===== config.mk =====
export PLATFORM = sky130hd
export DESIGN_NAME = spi_periph_top
export DESIGN_NICKNAME = d
export VERILOG_FILES = /design/src/spi_periph_pkg.sv /design/src/cs_router.sv /design/src/reg_bank.sv /design/src/spi_frame_rx.sv /design/src/spi_periph_top.sv
export SDC_FILE = /design/constraint.sdc
export NUM_CORES = 1
export LEC_CHECK = 0
export ABC_AREA = 1
export BUFFER_PORTS_ARGS = -buffer_cell sky130_fd_sc_hd__buf_2
export CAP_MARGIN = 20
export CORE_ASPECT_RATIO = 1.75
export CORE_MARGIN = 1
export CORE_UTILIZATION = 50
export DETAILED_ROUTE_END_ITERATION = 8
export PLACE_DENSITY = 0.83
export SLEW_MARGIN = 40
export SYNTH_ARGS = -nofsm -noshare
export SYNTH_HDL_FRONTEND = slang
export SYNTH_HIERARCHICAL = 1
export SYNTH_SLANG_ARGS = --single-unit

===== constraint.sdc =====
create_clock -name cs -period 1.8 [get_ports cs]
set_input_delay 0.36 -clock cs [delete_from_list [all_inputs] [get_ports cs]]
set_output_delay 0.36 -clock cs [all_outputs]
set_load 0.01 [all_outputs]

===== src/spi_periph_pkg.sv =====
package spi_periph_pkg;

  // bits in one spi frame, address byte then value byte
  localparam int unsigned FRAME_BITS = 16;

  // depth of the pin synchronisers
  localparam int unsigned SYNC_STAGES = 2;

  // register address, high byte of the frame
  typedef logic [7:0] reg_addr_t;

  // register value, low byte of the frame
  // also the width of the led and mux registers
  typedef logic [7:0] reg_val_t;

  // dac control, bit 0 ldac, bit 1 rst,
  // bit 2 uni_bip_a, bit 3 uni_bip_b
  typedef logic [3:0] dac_ctl_t;

  // one whole frame as shifted in, msb first
  typedef logic [FRAME_BITS-1:0] frame_t;

  // one bit wider than needed for 16
  // so overlong frames stay visible
  typedef logic [4:0] bit_cnt_t;

  // register map
  localparam reg_addr_t ADDR_LED = 8'd7;
  localparam reg_addr_t ADDR_MUX = 8'd8;
  localparam reg_addr_t ADDR_DAC = 8'd9;

  // receiver fsm
  typedef enum logic {
    RX_IDLE,
    RX_SHIFT
  } rx_state_t;

endpackage


===== src/cs_router.sv =====
`timescale 1ns/1ns

module cs_router
  import spi_periph_pkg::*;
(
  input  logic     cs,
  input  logic     rst_n,
  input  logic     ss_sync,
  input  logic     special_sync,
  input  reg_val_t mux_reg,
  output reg_val_t periph_cs_n
);

  // ss_n spread over every peripheral bit
  reg_val_t ss_vec;

  // next value of the outputs
  reg_val_t cs_next;

  assign ss_vec = {$bits(reg_val_t){ss_sync}};

  // active low both ways
  // bit is low only when selected and ss_n is low
  always_comb
  begin
    if (special_sync)
      cs_next = ~(mux_reg & ~ss_vec);
    else
      // register mode, keep everyone off the bus
      cs_next = '1;
  end

  // one flop stage
  // outputs go straight to pins, no decode glitches
  always_ff @(posedge cs)
  begin
    if (!rst_n)
      periph_cs_n <= '1;
    else
      periph_cs_n <= cs_next;
  end

endmodule


===== src/reg_bank.sv =====
`timescale 1ns/1ns

module reg_bank
  import spi_periph_pkg::*;
(
  input  logic      cs,
  input  logic      rst_n,
  input  logic      wr_valid,
  input  reg_addr_t wr_addr,
  input  reg_val_t  wr_data,
  output reg_val_t  led,
  output reg_val_t  mux_reg,
  output dac_ctl_t  dac_ctl
);

  // write strobes per register
  logic wr_led;
  logic wr_mux;
  logic wr_dac;

  // address decode
  // unknown addresses fall through and hit nothing
  assign wr_led = wr_valid && (wr_addr == ADDR_LED);
  assign wr_mux = wr_valid && (wr_addr == ADDR_MUX);
  assign wr_dac = wr_valid && (wr_addr == ADDR_DAC);

  // led register
  always_ff @(posedge cs)
  begin
    if (!rst_n)
      led <= '0;
    else if (wr_led)
      led <= wr_data;
  end

  // chip select mux, one bit per peripheral
  // set bit means the peripheral follows ss_n
  always_ff @(posedge cs)
  begin
    if (!rst_n)
      mux_reg <= '0;
    else if (wr_mux)
      mux_reg <= wr_data;
  end

  // dac control
  // only the low nibble of the value is kept
  always_ff @(posedge cs)
  begin
    if (!rst_n)
      dac_ctl <= '0;
    else if (wr_dac)
      dac_ctl <= wr_data[$bits(dac_ctl_t)-1:0];
  end

endmodule


===== src/spi_frame_rx.sv =====
`timescale 1ns/1ns

module spi_frame_rx
  import spi_periph_pkg::*;
(
  input  logic      cs,
  input  logic      rst_n,
  input  logic      sclk,
  input  logic      ss_n,
  input  logic      mosi,
  input  logic      special_n,
  output logic      wr_valid,
  output reg_addr_t wr_addr,
  output reg_val_t  wr_data,
  output logic      frame_err,
  output logic      ss_sync,
  output logic      special_sync
);

  // synchroniser chains with index 0 as the first flop
  logic [SYNC_STAGES-1:0] sclk_pipe;
  logic [SYNC_STAGES-1:0] ss_pipe;
  logic [SYNC_STAGES-1:0] mosi_pipe;
  logic [SYNC_STAGES-1:0] special_pipe;

  logic      sclk_sync;
  logic      mosi_sync;
  logic      sclk_d;
  logic      ss_d;
  logic      sclk_fall;
  logic      ss_fall;
  logic      ss_rise;
  logic      special_lat;
  rx_state_t state;
  frame_t    shift_reg;
  bit_cnt_t  bit_cnt;

  // pins are asynchronous to cs
  // reset to the idle levels so no false edge follows reset
  always_ff @(posedge cs)
  begin
    if (!rst_n)
    begin
      sclk_pipe    <= '0;
      ss_pipe      <= '1;
      mosi_pipe    <= '0;
      special_pipe <= '1;
    end
    else
    begin
      sclk_pipe    <= {sclk_pipe[SYNC_STAGES-2:0], sclk};
      ss_pipe      <= {ss_pipe[SYNC_STAGES-2:0], ss_n};
      mosi_pipe    <= {mosi_pipe[SYNC_STAGES-2:0], mosi};
      special_pipe <= {special_pipe[SYNC_STAGES-2:0], special_n};
    end
  end

  assign sclk_sync    = sclk_pipe[SYNC_STAGES-1];
  assign ss_sync      = ss_pipe[SYNC_STAGES-1];
  assign mosi_sync    = mosi_pipe[SYNC_STAGES-1];
  assign special_sync = special_pipe[SYNC_STAGES-1];

  // previous levels for edge detect
  always_ff @(posedge cs)
  begin
    if (!rst_n)
    begin
      sclk_d <= 1'b0;
      ss_d   <= 1'b1;
    end
    else
    begin
      sclk_d <= sclk_sync;
      ss_d   <= ss_sync;
    end
  end

  assign sclk_fall = sclk_d & ~sclk_sync;
  assign ss_fall   = ss_d & ~ss_sync;
  assign ss_rise   = ~ss_d & ss_sync;

  // frame fsm with registered pulses
  // so they land one cycle after the synchronised edge
  always_ff @(posedge cs)
  begin
    if (!rst_n)
    begin
      state       <= RX_IDLE;
      bit_cnt     <= '0;
      special_lat <= 1'b1;
      wr_valid    <= 1'b0;
      frame_err   <= 1'b0;
    end
    else
    begin
      wr_valid  <= 1'b0;
      frame_err <= 1'b0;
      case (state)
        RX_IDLE:
        begin
          if (ss_fall)
          begin
            state       <= RX_SHIFT;
            bit_cnt     <= '0;
            special_lat <= special_sync;
          end
        end
        RX_SHIFT:
        begin
          // any pass-through level seen in the frame spoils it
          special_lat <= special_lat | special_sync;
          if (ss_rise)
          begin
            state <= RX_IDLE;
            if (!special_lat)
            begin
              if (bit_cnt == bit_cnt_t'(FRAME_BITS))
                wr_valid <= 1'b1;
              else
                frame_err <= 1'b1;
            end
          end
          else if (sclk_fall && bit_cnt != '1)
          begin
            // saturates at 31 which still reads as wrong
            bit_cnt <= bit_cnt + bit_cnt_t'(1);
          end
        end
        default:
        begin
          state <= RX_IDLE;
        end
      endcase
    end
  end

  // payload shift register, msb first
  always_ff @(posedge cs)
  begin
    if (state == RX_SHIFT && sclk_fall && !ss_rise)
      shift_reg <= {shift_reg[FRAME_BITS-2:0], mosi_sync};
  end

  // shift reg is frozen in idle so the split is stable at wr_valid
  assign wr_addr = shift_reg[FRAME_BITS-1:FRAME_BITS/2];
  assign wr_data = shift_reg[FRAME_BITS/2-1:0];

endmodule


===== src/spi_periph_top.sv =====
`timescale 1ns/1ns

module spi_periph_top
  import spi_periph_pkg::*;
(
  input  logic     cs,
  input  logic     rst_n,
  input  logic     sclk,
  input  logic     ss_n,
  input  logic     mosi,
  input  logic     special_n,
  output reg_val_t led,
  output dac_ctl_t dac_ctl,
  output reg_val_t periph_cs_n,
  output logic     frame_err
);

  // receiver to register bank
  logic      wr_valid;
  reg_addr_t wr_addr;
  reg_val_t  wr_data;

  // synchronised pin levels for the router
  logic      ss_sync;
  logic      special_sync;

  // register bank to router
  reg_val_t  mux_reg;

  // only block that touches the raw spi pins
  spi_frame_rx u_rx (
    .cs           (cs),
    .rst_n        (rst_n),
    .sclk         (sclk),
    .ss_n         (ss_n),
    .mosi         (mosi),
    .special_n    (special_n),
    .wr_valid     (wr_valid),
    .wr_addr      (wr_addr),
    .wr_data      (wr_data),
    .frame_err    (frame_err),
    .ss_sync      (ss_sync),
    .special_sync (special_sync)
  );

  reg_bank u_regs (
    .cs       (cs),
    .rst_n    (rst_n),
    .wr_valid (wr_valid),
    .wr_addr  (wr_addr),
    .wr_data  (wr_data),
    .led      (led),
    .mux_reg  (mux_reg),
    .dac_ctl  (dac_ctl)
  );

  cs_router u_router (
    .cs           (cs),
    .rst_n        (rst_n),
    .ss_sync      (ss_sync),
    .special_sync (special_sync),
    .mux_reg      (mux_reg),
    .periph_cs_n  (periph_cs_n)
  );

endmodule


==> results of run 1 <==
## cell usage in the layout (no fill, tap or decap), types with 3 or more instances in the layout
cell,synthesis,final
nor2_1,57,57
nand2_2,3,3
dfxtp_1,47,47
nand3_1,30,30
edfxtp_1,16,16
inv_2,4,4
nand2_4,3,3
clkbuf_8,0,9
ha_1,3,3
buf_2,0,26
nand2_1,61,61
nor2_2,5,5
or2_2,4,4
inv_1,42,42
clkbuf_1,0,3
## critical path: stages, from the launching register on
cell and delay [ps]:
dfxtp_1 390, ha_1 190, nand2_1 70, nor2_1 90, ha_1 140, inv_1 30
nand3_1 60, nand2_1 140, nand2_4 130, inv_1 60, nor2_1 90, nor2_1 40
## power by group through the flow
stage          clock [mW]  sequential (mW)  combinational, mW
2_1_floorplan           0             1.50             0.0719
3_3_place_gp            0             1.50             0.0860
3_5_place_dp            0             1.51             0.0901
4_1_cts              1.12             1.47             0.0914
5_1_grt              1.17             1.48              0.103
6_report             1.10             1.47             0.0906
## worst max path at each step
stage	start	to	cells past startpoint
2_1_floorplan	u_rx/ss_d$_SDFF_PN1_	u_rx/shift_reg[0]$_DFFE_PP_	4
3_3_place_gp	u_rx/bit_cnt[0]$_SDFFE_PN0P_	u_rx/bit_cnt[3]$_SDFFE_PN0P_	12
3_5_place_dp	u_rx/bit_cnt[1]$_SDFFE_PN0P_	u_rx/bit_cnt[0]$_SDFFE_PN0P_	11
4_1_cts	u_rx/bit_cnt[1]$_SDFFE_PN0P_	u_rx/bit_cnt[0]$_SDFFE_PN0P_	11
5_1_grt	u_rx/bit_cnt[1]$_SDFFE_PN0P_	u_rx/bit_cnt[2]$_SDFFE_PN0P_	12
6_report	u_rx/bit_cnt[1]$_SDFFE_PN0P_	u_rx/bit_cnt[0]$_SDFFE_PN0P_	11
## per-stage QoR
step / power [mW] / instances / hold slack [ps]
after floorplan: 1.57 / 289 / 386
after global placement: 1.59 / 365 / 388
after detailed placement: 1.60 / 365 / 395
after CTS: 2.69 / 381 / 193
after global routing: 2.75 / 381 / 206
final: 2.66 / 381 / 206
## logic make-up (layout without fill, tap and decap cells)
logic type	Yosys count	count (layout)
AND/OR/NAND/NOR	171	171
adder cells (fa/ha/maj)	3	3
buffers and inverters	50	90
flip-flops	63	63
AO/OA/AOI/OAI	2	2
## cell type report
type                    count  area [um^2]
well taps                  52         65.1
repair buffers             28          145
fillers                   388         1900
clock inverters             3         16.3
clock buffers              13          160
flip-flops and latches     63         1420
inverters                  46          173
multi-input cells         176          866
## per-layer routing
layer	routed length [um]	vias up
met5	0	-
met4	184	0
met1	1580	873
li1	-	954
met2	2380	54
met3	205	19
==> key figures, run 1 <==
Status
  – Status: completed

Synth
  – Mux contribution to synthesized area: 0
  – Area contributors post-synth: dfxtp_1 38%, edfxtp_1 19%, nand2_1 9.2%, nor2_1 8.6%, inv_1 6.3%
  – Prevailing post-synth register cell: dfxtp_1
  – Async set-reset flop share out of synthesis: 0
  – Syn Nets: between 200 and 300
  – Yosys reg bits: 63
  – Compound-Gate Fraction of Synth Area: 0.00403
  – Largest family of logic cells by synthesized area: simple AND/OR/NAND/NOR gates
  – Simple-gate portion of the synthesized area: 0.329
  – Post-synthesis sequential area ratio: 0.572
  – Avg Synthesized Cell Area: approximately 8.6 um^2
  – Mapped Cells: roughly 290
  – Synth unique cells: 23
  – Cell with the most instances after synthesis: nand2_1
  – Post-synth EDFFs: 16
  – Yosys top cell area share: 0.378
  – Warnings, synthesis: 6
  – Xor/xnor share of the synthesized area: 0
  – Synth top cells by count: 61 x nand2_1, 57 x nor2_1, 47 x dfxtp_1
  – Largest area contributor in the netlist: dfxtp_1
  – Post-synthesis adder-cell area fraction: 0.0151
  – Post-synthesis cell area: between 2000 and 2500 um^2

Clock tree
  – Max Root-Sink Buffers: 2
  – Hold Buf Count CTS: 0
  – Clock slew at reported path FFs: around 70 ps
  – Root Buffer: clkbuf_8
  – Max H-tree Level: 3
  – CTS tree: yes
  – CTS Buf Count: 9
  – Clock latency on the worst-skew pair: roughly 340 ps
  – Post_cts resized: 0
  – CTS Sinks: 63
  – Setup Fix Bufs, Post-CTS: 0

Global route
  – GR Layer Usage met2: 0.347
  – Top Usage Layer GRT: met2
  – Vias in the first global route: roughly 1,900
  – All-layer global routing usage: 0.184
  – Initial antenna violation count: 0
  – GRT met1 Usage: 0.148
  – GRT met3 Usage: 0.0516
  – First-pass GRT wire length: roughly 7200 um
  – Remaining global-route overflow: 0
  – Largest net degree at the start of global routing: 20

Die
  – Initial Util: 0.524
  – Die footprint: about 5300 um^2
  – Die Width: roughly 55 um
  – FP Rows: 33
  – Die Ht: 95.3 um
  – Top Ports: 27
  – Core box area: ~4700 um^2

Place
  – I/O Buffers: 26
  – GP Congestion: around 0.76
  – Dpl cell area: about 2700 um^2
  – Hpwl dp: approximately 3100 um
  – Post-Place Setup Slack: 249 ps

Timing
  – RSZ-0062 raised after global routing: false
  – Max transition margin: 0.741
  – Fin. Hold Viols: 0
  – Actual slew at the worst max-slew pin: between 300 and 400 ps
  – Skew final: ~12 ps
  – Final setup fails: 0
  – Setup ws final: about 260 ps
  – Max Clk Rate: 648 MHz
  – Sum Neg Setup Slack: 0 ps
  – Final number of max-transition violations: 0
  – Fin crit period: ~1500 ps
  – Tcrit/Tclk final: 0.857

Power and ir drop
  – Leak: approximately 1.3 nW
  – Worst VDD drop: approximately 800 uV
  – Sw frac: 0.221
  – NetSw: between 0.5 and 0.6 mW
  – Combinational share of power: 0.034
  – Register share of total power: 0.554
  – Internal power: between 2 and 2.5 mW
  – Pwr dens: between 900 and 1000 nW/um^2
  – Clock share of power: 0.412

Cells and area
  – Design Area, Final: between 2000 and 3000 um^2
  – Layout cells sized above 1: 0.204
  – Max reg flops: 16
  – Area grow syn2layout: 14.5%
  – Nets@finish: 333
  – N_diodes: 0
  – End-of-flow core utilization: 0.599

Critical path
  – Critical Path Source Type: flip-flop
  – Critical R2R Capture: u_rx/bit_cnt[0]$_SDFFE_PN0P_
  – FF-to-FF path depth: 11
  – WS Path Type: reg2reg
  – Crit Path Max Fanout: 5
  – Crit. End Element: flip-flop
  – R2r setup slk: between 200 and 300 ps
  – Worst endpoint required time: roughly 2000 ps
  – Worst R2R Start: u_rx/bit_cnt[1]$_SDFFE_PN0P_
  – CP Data Arrival Time: ~1800 ps

Min path
  – HP Start: mosi
  – Hold Path Sink: u_rx/mosi_pipe[0]$_SDFF_PN0_
  – HP Class: in2reg
  – Cell depth of the worst min-delay path: 3

Drt
  – Drt first pass iters: 4
  – Final wirelength: 4350 um
  – Antenna-violating nets left: 0
  – Via density: between 4 and 5
  – Iteration-0 DRC Markers: 45
  – Vias: between 1,500 and 2,000
  – Wire per inst: 11.4 um
  – Remaining routing DRC violations: 0

Flow run
  – Max_cap viols: 0
No activity file was read; power rests on OpenSTA's default activity.
==> inputs of run 2 (changes only) <==
--- a/config.mk
+++ b/config.mk
@@ -5,14 +5,13 @@
 export SDC_FILE = /design/constraint.sdc
 export NUM_CORES = 1
 export LEC_CHECK = 0
-export ABC_AREA = 1
 export BUFFER_PORTS_ARGS = -buffer_cell sky130_fd_sc_hd__buf_2
 export CAP_MARGIN = 20
 export CORE_ASPECT_RATIO = 1.75
 export CORE_MARGIN = 1
 export CORE_UTILIZATION = 50
 export DETAILED_ROUTE_END_ITERATION = 8
-export PLACE_DENSITY = 0.83
+export PLACE_DENSITY = 0.84
 export SLEW_MARGIN = 40
 export SYNTH_ARGS = -nofsm -noshare
 export SYNTH_HDL_FRONTEND = slang
==> key figures, run 2 <==
Power and ir drop
  – Internal power: 2.25 mW (+8.7%)
  – Combinational share of power: 0.020 (-0.014)
  – Tot Pwr: 2.83 mW (+6.3%)
  – Register share of total power: 0.518 (-0.036)
  – NetSw: 0.577 mW (-1.9%)
  – Leak: 1.04 nW (-21%)
  – Clock share of power: 0.462 (+0.050)
  – Worst VDD drop: 716 uV (-9.1%)
  – Pwr dens: 1030 nW/um^2 (+9.9%)
  – Sw frac: 0.204 (-0.0172)

Synth
  – Area contributors post-synth: dfxtp_1 42%, edfxtp_1 21%, mux2i_1 8.9%, nand2_1 5.2%, nand4b_1 3.1%
  – Warnings, synthesis: 6 (unchanged)
  – Syn Nets: 197 (-34%)
  – Post-synthesis cell area: 2250 um^2 (-9.3%)
  – Largest area contributor in the netlist: dfxtp_1
  – Post-synth EDFFs: 16 (unchanged)
  – Synth top cells by count: 47 x dfxtp_1, 31 x nand2_1, 20 x mux2i_1
  – Post-synthesis sequential area ratio: 0.630 (+0.0587)
  – Avg Synthesized Cell Area: 12.0 um^2 (+39%)
  – Synth unique cells: 36 (+57%)
  – Prevailing post-synth register cell: dfxtp_1
  – Mapped Cells: 188 (-35%)
  – Yosys top cell area share: 0.417 (+0.0389)
  – Cell with the most instances after synthesis: dfxtp_1
  – Async set-reset flop share out of synthesis: 0 (unchanged)
  – Yosys reg bits: 63 (unchanged)

Clock tree
  – Max H-tree Level: 3 (unchanged)
  – CTS tree: yes
  – Clock latency on the worst-skew pair: 330 ps (about the same)
  – Max Root-Sink Buffers: 2 (unchanged)
  – CTS Buf Count: 9 (unchanged)
  – Hold Buf Count CTS: 0 (unchanged)
  – Clock slew at reported path FFs: 70 ps (about the same)
  – CTS Sinks: 63 (unchanged)
  – Root Buffer: clkbuf_8

Critical path
  – CP Data Arrival Time: 2030 ps (+250 ps)
  – Worst path max stage delay: 420 ps (+30 ps)
  – CP max-delay cell: or4_4
  – Worst endpoint required time: 2060 ps (+20 ps)
  – Worst R2R Start: u_rx/bit_cnt[0]$_SDFFE_PN0P_
  – R2r setup slk: 30 ps (-220 ps)
  – Worst path bufs/invs: 0 (-2)
  – Critical R2R Capture: u_rx/bit_cnt[3]$_SDFFE_PN0P_
  – Critical Path Source Type: flip-flop
  – Crit Path Max Fanout: 5 (unchanged)
  – Most used cell, CP: ha_4
  – Crit. End Element: flip-flop
  – FF-to-FF path depth: 6 (-5)
  – WS Path Type: reg2reg
  – Critical-path cell list: ha_4 > and3_4 > ha_4 > or4_4 > or3_1 > a31oi_1
  – Worst path top cell family by delay: simple AND/OR/NAND/NOR gates

Cells and area
  – Design Area, Final: 2750 um^2 (-3.3%)
  – # fillers: 348 (-10%)
  – Most common cell after layout, fill and taps aside: dfxtp_1
  – Nets@finish: 234 (-30%)
  – N_diodes: 0 (unchanged)
  – Layout cells sized above 1: 0.283 (+0.0790)
  – Most frequent cells in the layout: 45 x dfxtp_1, 31 x nand2_1, 26 x buf_2, 20 x mux2i_1, 16 x edfxtp_1
  – Max reg flops: 16 (unchanged)
  – Area of the multi-input gates: 816 um^2 (-5.8%)
  – Area grow syn2layout: 22.1%
  – Register area: 1420 um^2 (+0.18%)

Flow run
  – Max_cap viols: 0 (unchanged)

Timing
  – Max transition margin: 0.748 (+0.00697)
  – Final number of max-transition violations: 0 (unchanged)
  – Fin crit period: 1770 ps (+222 ps)
  – Skew final: 10.9 ps (-1.46 ps)
  – Tcrit/Tclk final: 0.981 (+0.123)
  – Final setup fails: 0 (unchanged)
  – Max Clk Rate: 566 MHz (-13%)
  – Fin. Hold Viols: 0 (unchanged)
  – Actual slew at the worst max-slew pin: 375 ps (-13.4 ps)
  – RSZ-0062 raised after global routing: true

Drt
  – Wire per inst: 14.6 um (+28%)
  – Via density: 5.29 (+6.0%)
  – Drt first pass iters: 5 (+1)
  – Final wirelength: 4090 um (-6.0%)
  – Iteration-0 DRC Markers: 42 (-6.7%)
  – Remaining routing DRC violations: 0 (unchanged)
  – Vias: 1,486 (-22%)
  – Antenna-violating nets left: 0 (unchanged)

Global route
  – Initial antenna violation count: 0 (unchanged)
  – Remaining global-route overflow: 0 (unchanged)
  – First-pass GRT wire length: 6600 um (-8.6%)
  – All-layer global routing usage: 0.197 (+0.0127)
  – Largest net degree at the start of global routing: 34 (+70%)
  – Vias in the first global route: 1,405 (-24%)

Min path
  – HP Start: ss_n
  – HP Class: in2reg
  – Hold Path Sink: u_rx/ss_pipe[0]$_SDFF_PN1_
  – Cell depth of the worst min-delay path: 2 (-1)

Die
  – Initial Util: 0.517 (-0.00696)
  – FP Rows: 32 (-3.0%)
  – Die Ht: 90.8 um (-4.7%)
  – Top Ports: 27 (unchanged)
  – Die Width: 52.8 um (-4.6%)
  – Core box area: 4360 um^2 (-8.1%)
  – Die footprint: 4790 um^2 (-9.1%)

Place
  – Hpwl dp: 2700 um (-14%)
  – GP Congestion: 0.808 (+6.3%)
  – Dpl cell area: 2540 um^2 (-5.0%)
  – I/O Buffers: 26 (unchanged)

Status
  – Status: completed
run 2: cell count changes after synthesis, moves of 4 or more:
cell | before | now
nand4b_1 | 0 | 8
clkbuf_1 | 0 | 4
nand2_1 | 61 | 31
nand2b_1 | 0 | 6
mux2i_1 | 0 | 20
nor2_1 | 57 | 3
or2_2 | 4 | 0
inv_1 | 42 | 4
and2_1 | 0 | 5
nor2_2 | 5 | 0
inv_2 | 4 | 0
nand3_1 | 30 | 9
run 2: worst max-delay path by stage:
| stage | start | end | slack (ps) | cells past startpoint |
|---|---|---|---|---|
| 2_1_floorplan | u_rx/bit_cnt[0]$_SDFFE_PN0P_ | u_rx/bit_cnt[3]$_SDFFE_PN0P_ | -9 | 7 |
| 3_5_place_dp | u_rx/bit_cnt[1]$_SDFFE_PN0P_ | u_rx/bit_cnt[3]$_SDFFE_PN0P_ | 20 | 6 |
| 5_1_grt | u_rx/bit_cnt[0]$_SDFFE_PN0P_ | u_rx/bit_cnt[3]$_SDFFE_PN0P_ | -50 | 6 |
| 3_3_place_gp | u_rx/bit_cnt[0]$_SDFFE_PN0P_ | u_rx/bit_cnt[3]$_SDFFE_PN0P_ | 80 | 6 |
| 4_1_cts | u_rx/bit_cnt[1]$_SDFFE_PN0P_ | u_rx/bit_cnt[3]$_SDFFE_PN0P_ | 20 | 6 |
| 6_report | u_rx/bit_cnt[0]$_SDFFE_PN0P_ | u_rx/bit_cnt[3]$_SDFFE_PN0P_ | 30 | 6 |
run 2: layout make-up:
| cell class | instances | area share |
|---|---|---|
| flip-flops and latches | 63 | 0.517 |
| multi-input cells | 112 | 0.296 |
| repair buffers | 35 | 0.0809 |
| clock buffers | 10 | 0.0463 |
| clock inverters | 6 | 0.0309 |
| well taps | 51 | 0.0232 |
| inverters | 4 | 0.00545 |
run 2: timing repair:
action | in CTS | in global routing
buffers inserted | 0 | 0
endpoints found under the setup margin | 0 | 1
resized for setup | 0 | 1
run 2: worst register-to-register path, cell delays in order, from the launching register on:
cell and delay (ps):
dfxtp_2 350, ha_4 160, and3_4 180, ha_4 150, or4_4 420, or3_1 310, a31oi_1 120
run 2: per-layer routing:
metal,vias up,share of wire,GRT usage
met5,-,0,0
li1,735,-,-
met1,701,0.41,0.227
met3,4,0.043,0.0623
met2,46,0.54,0.318
met4,0,0.011,0.0943
run 2: through the flow:
stage	worst slack (ps)	cells	hold WS [ps]	setup TNS (ps)	utilization
after floorplan	-9.37	188	385	-9.37	-
final	34.6	281	212	0	0.631
after global placement	78.9	265	389	0	0.581
after global routing	-53.4	281	193	-53.4	0.631
after CTS	17.6	281	197	0	0.630
after detailed placement	18.1	265	391	0	0.581
run 2: logic make-up after synthesis:
logic type | count (synthesis) | share of synthesized area
AO/OA/AOI/OAI | 9 | 0.0250
AND/OR/NAND/NOR | 80 | 0.214
flip-flops | 63 | 0.630
adder cells (fa/ha/maj) | 3 | 0.0166
buffers and inverters | 13 | 0.0250
multiplexers | 20 | 0.0888
run 2: power by group through the flow:
| stage | registers [mW] | clock network (mW) | logic [mW] |
|---|---|---|---|
| 3_5_place_dp | 1.50 | 0 | 0.0566 |
| 3_3_place_gp | 1.50 | 0 | 0.0562 |
| 4_1_cts | 1.47 | 1.34 | 0.0572 |
| 5_1_grt | 1.47 | 1.41 | 0.0628 |
| 2_1_floorplan | 1.49 | 0 | 0.0413 |
| 6_report | 1.47 | 1.31 | 0.0578 |
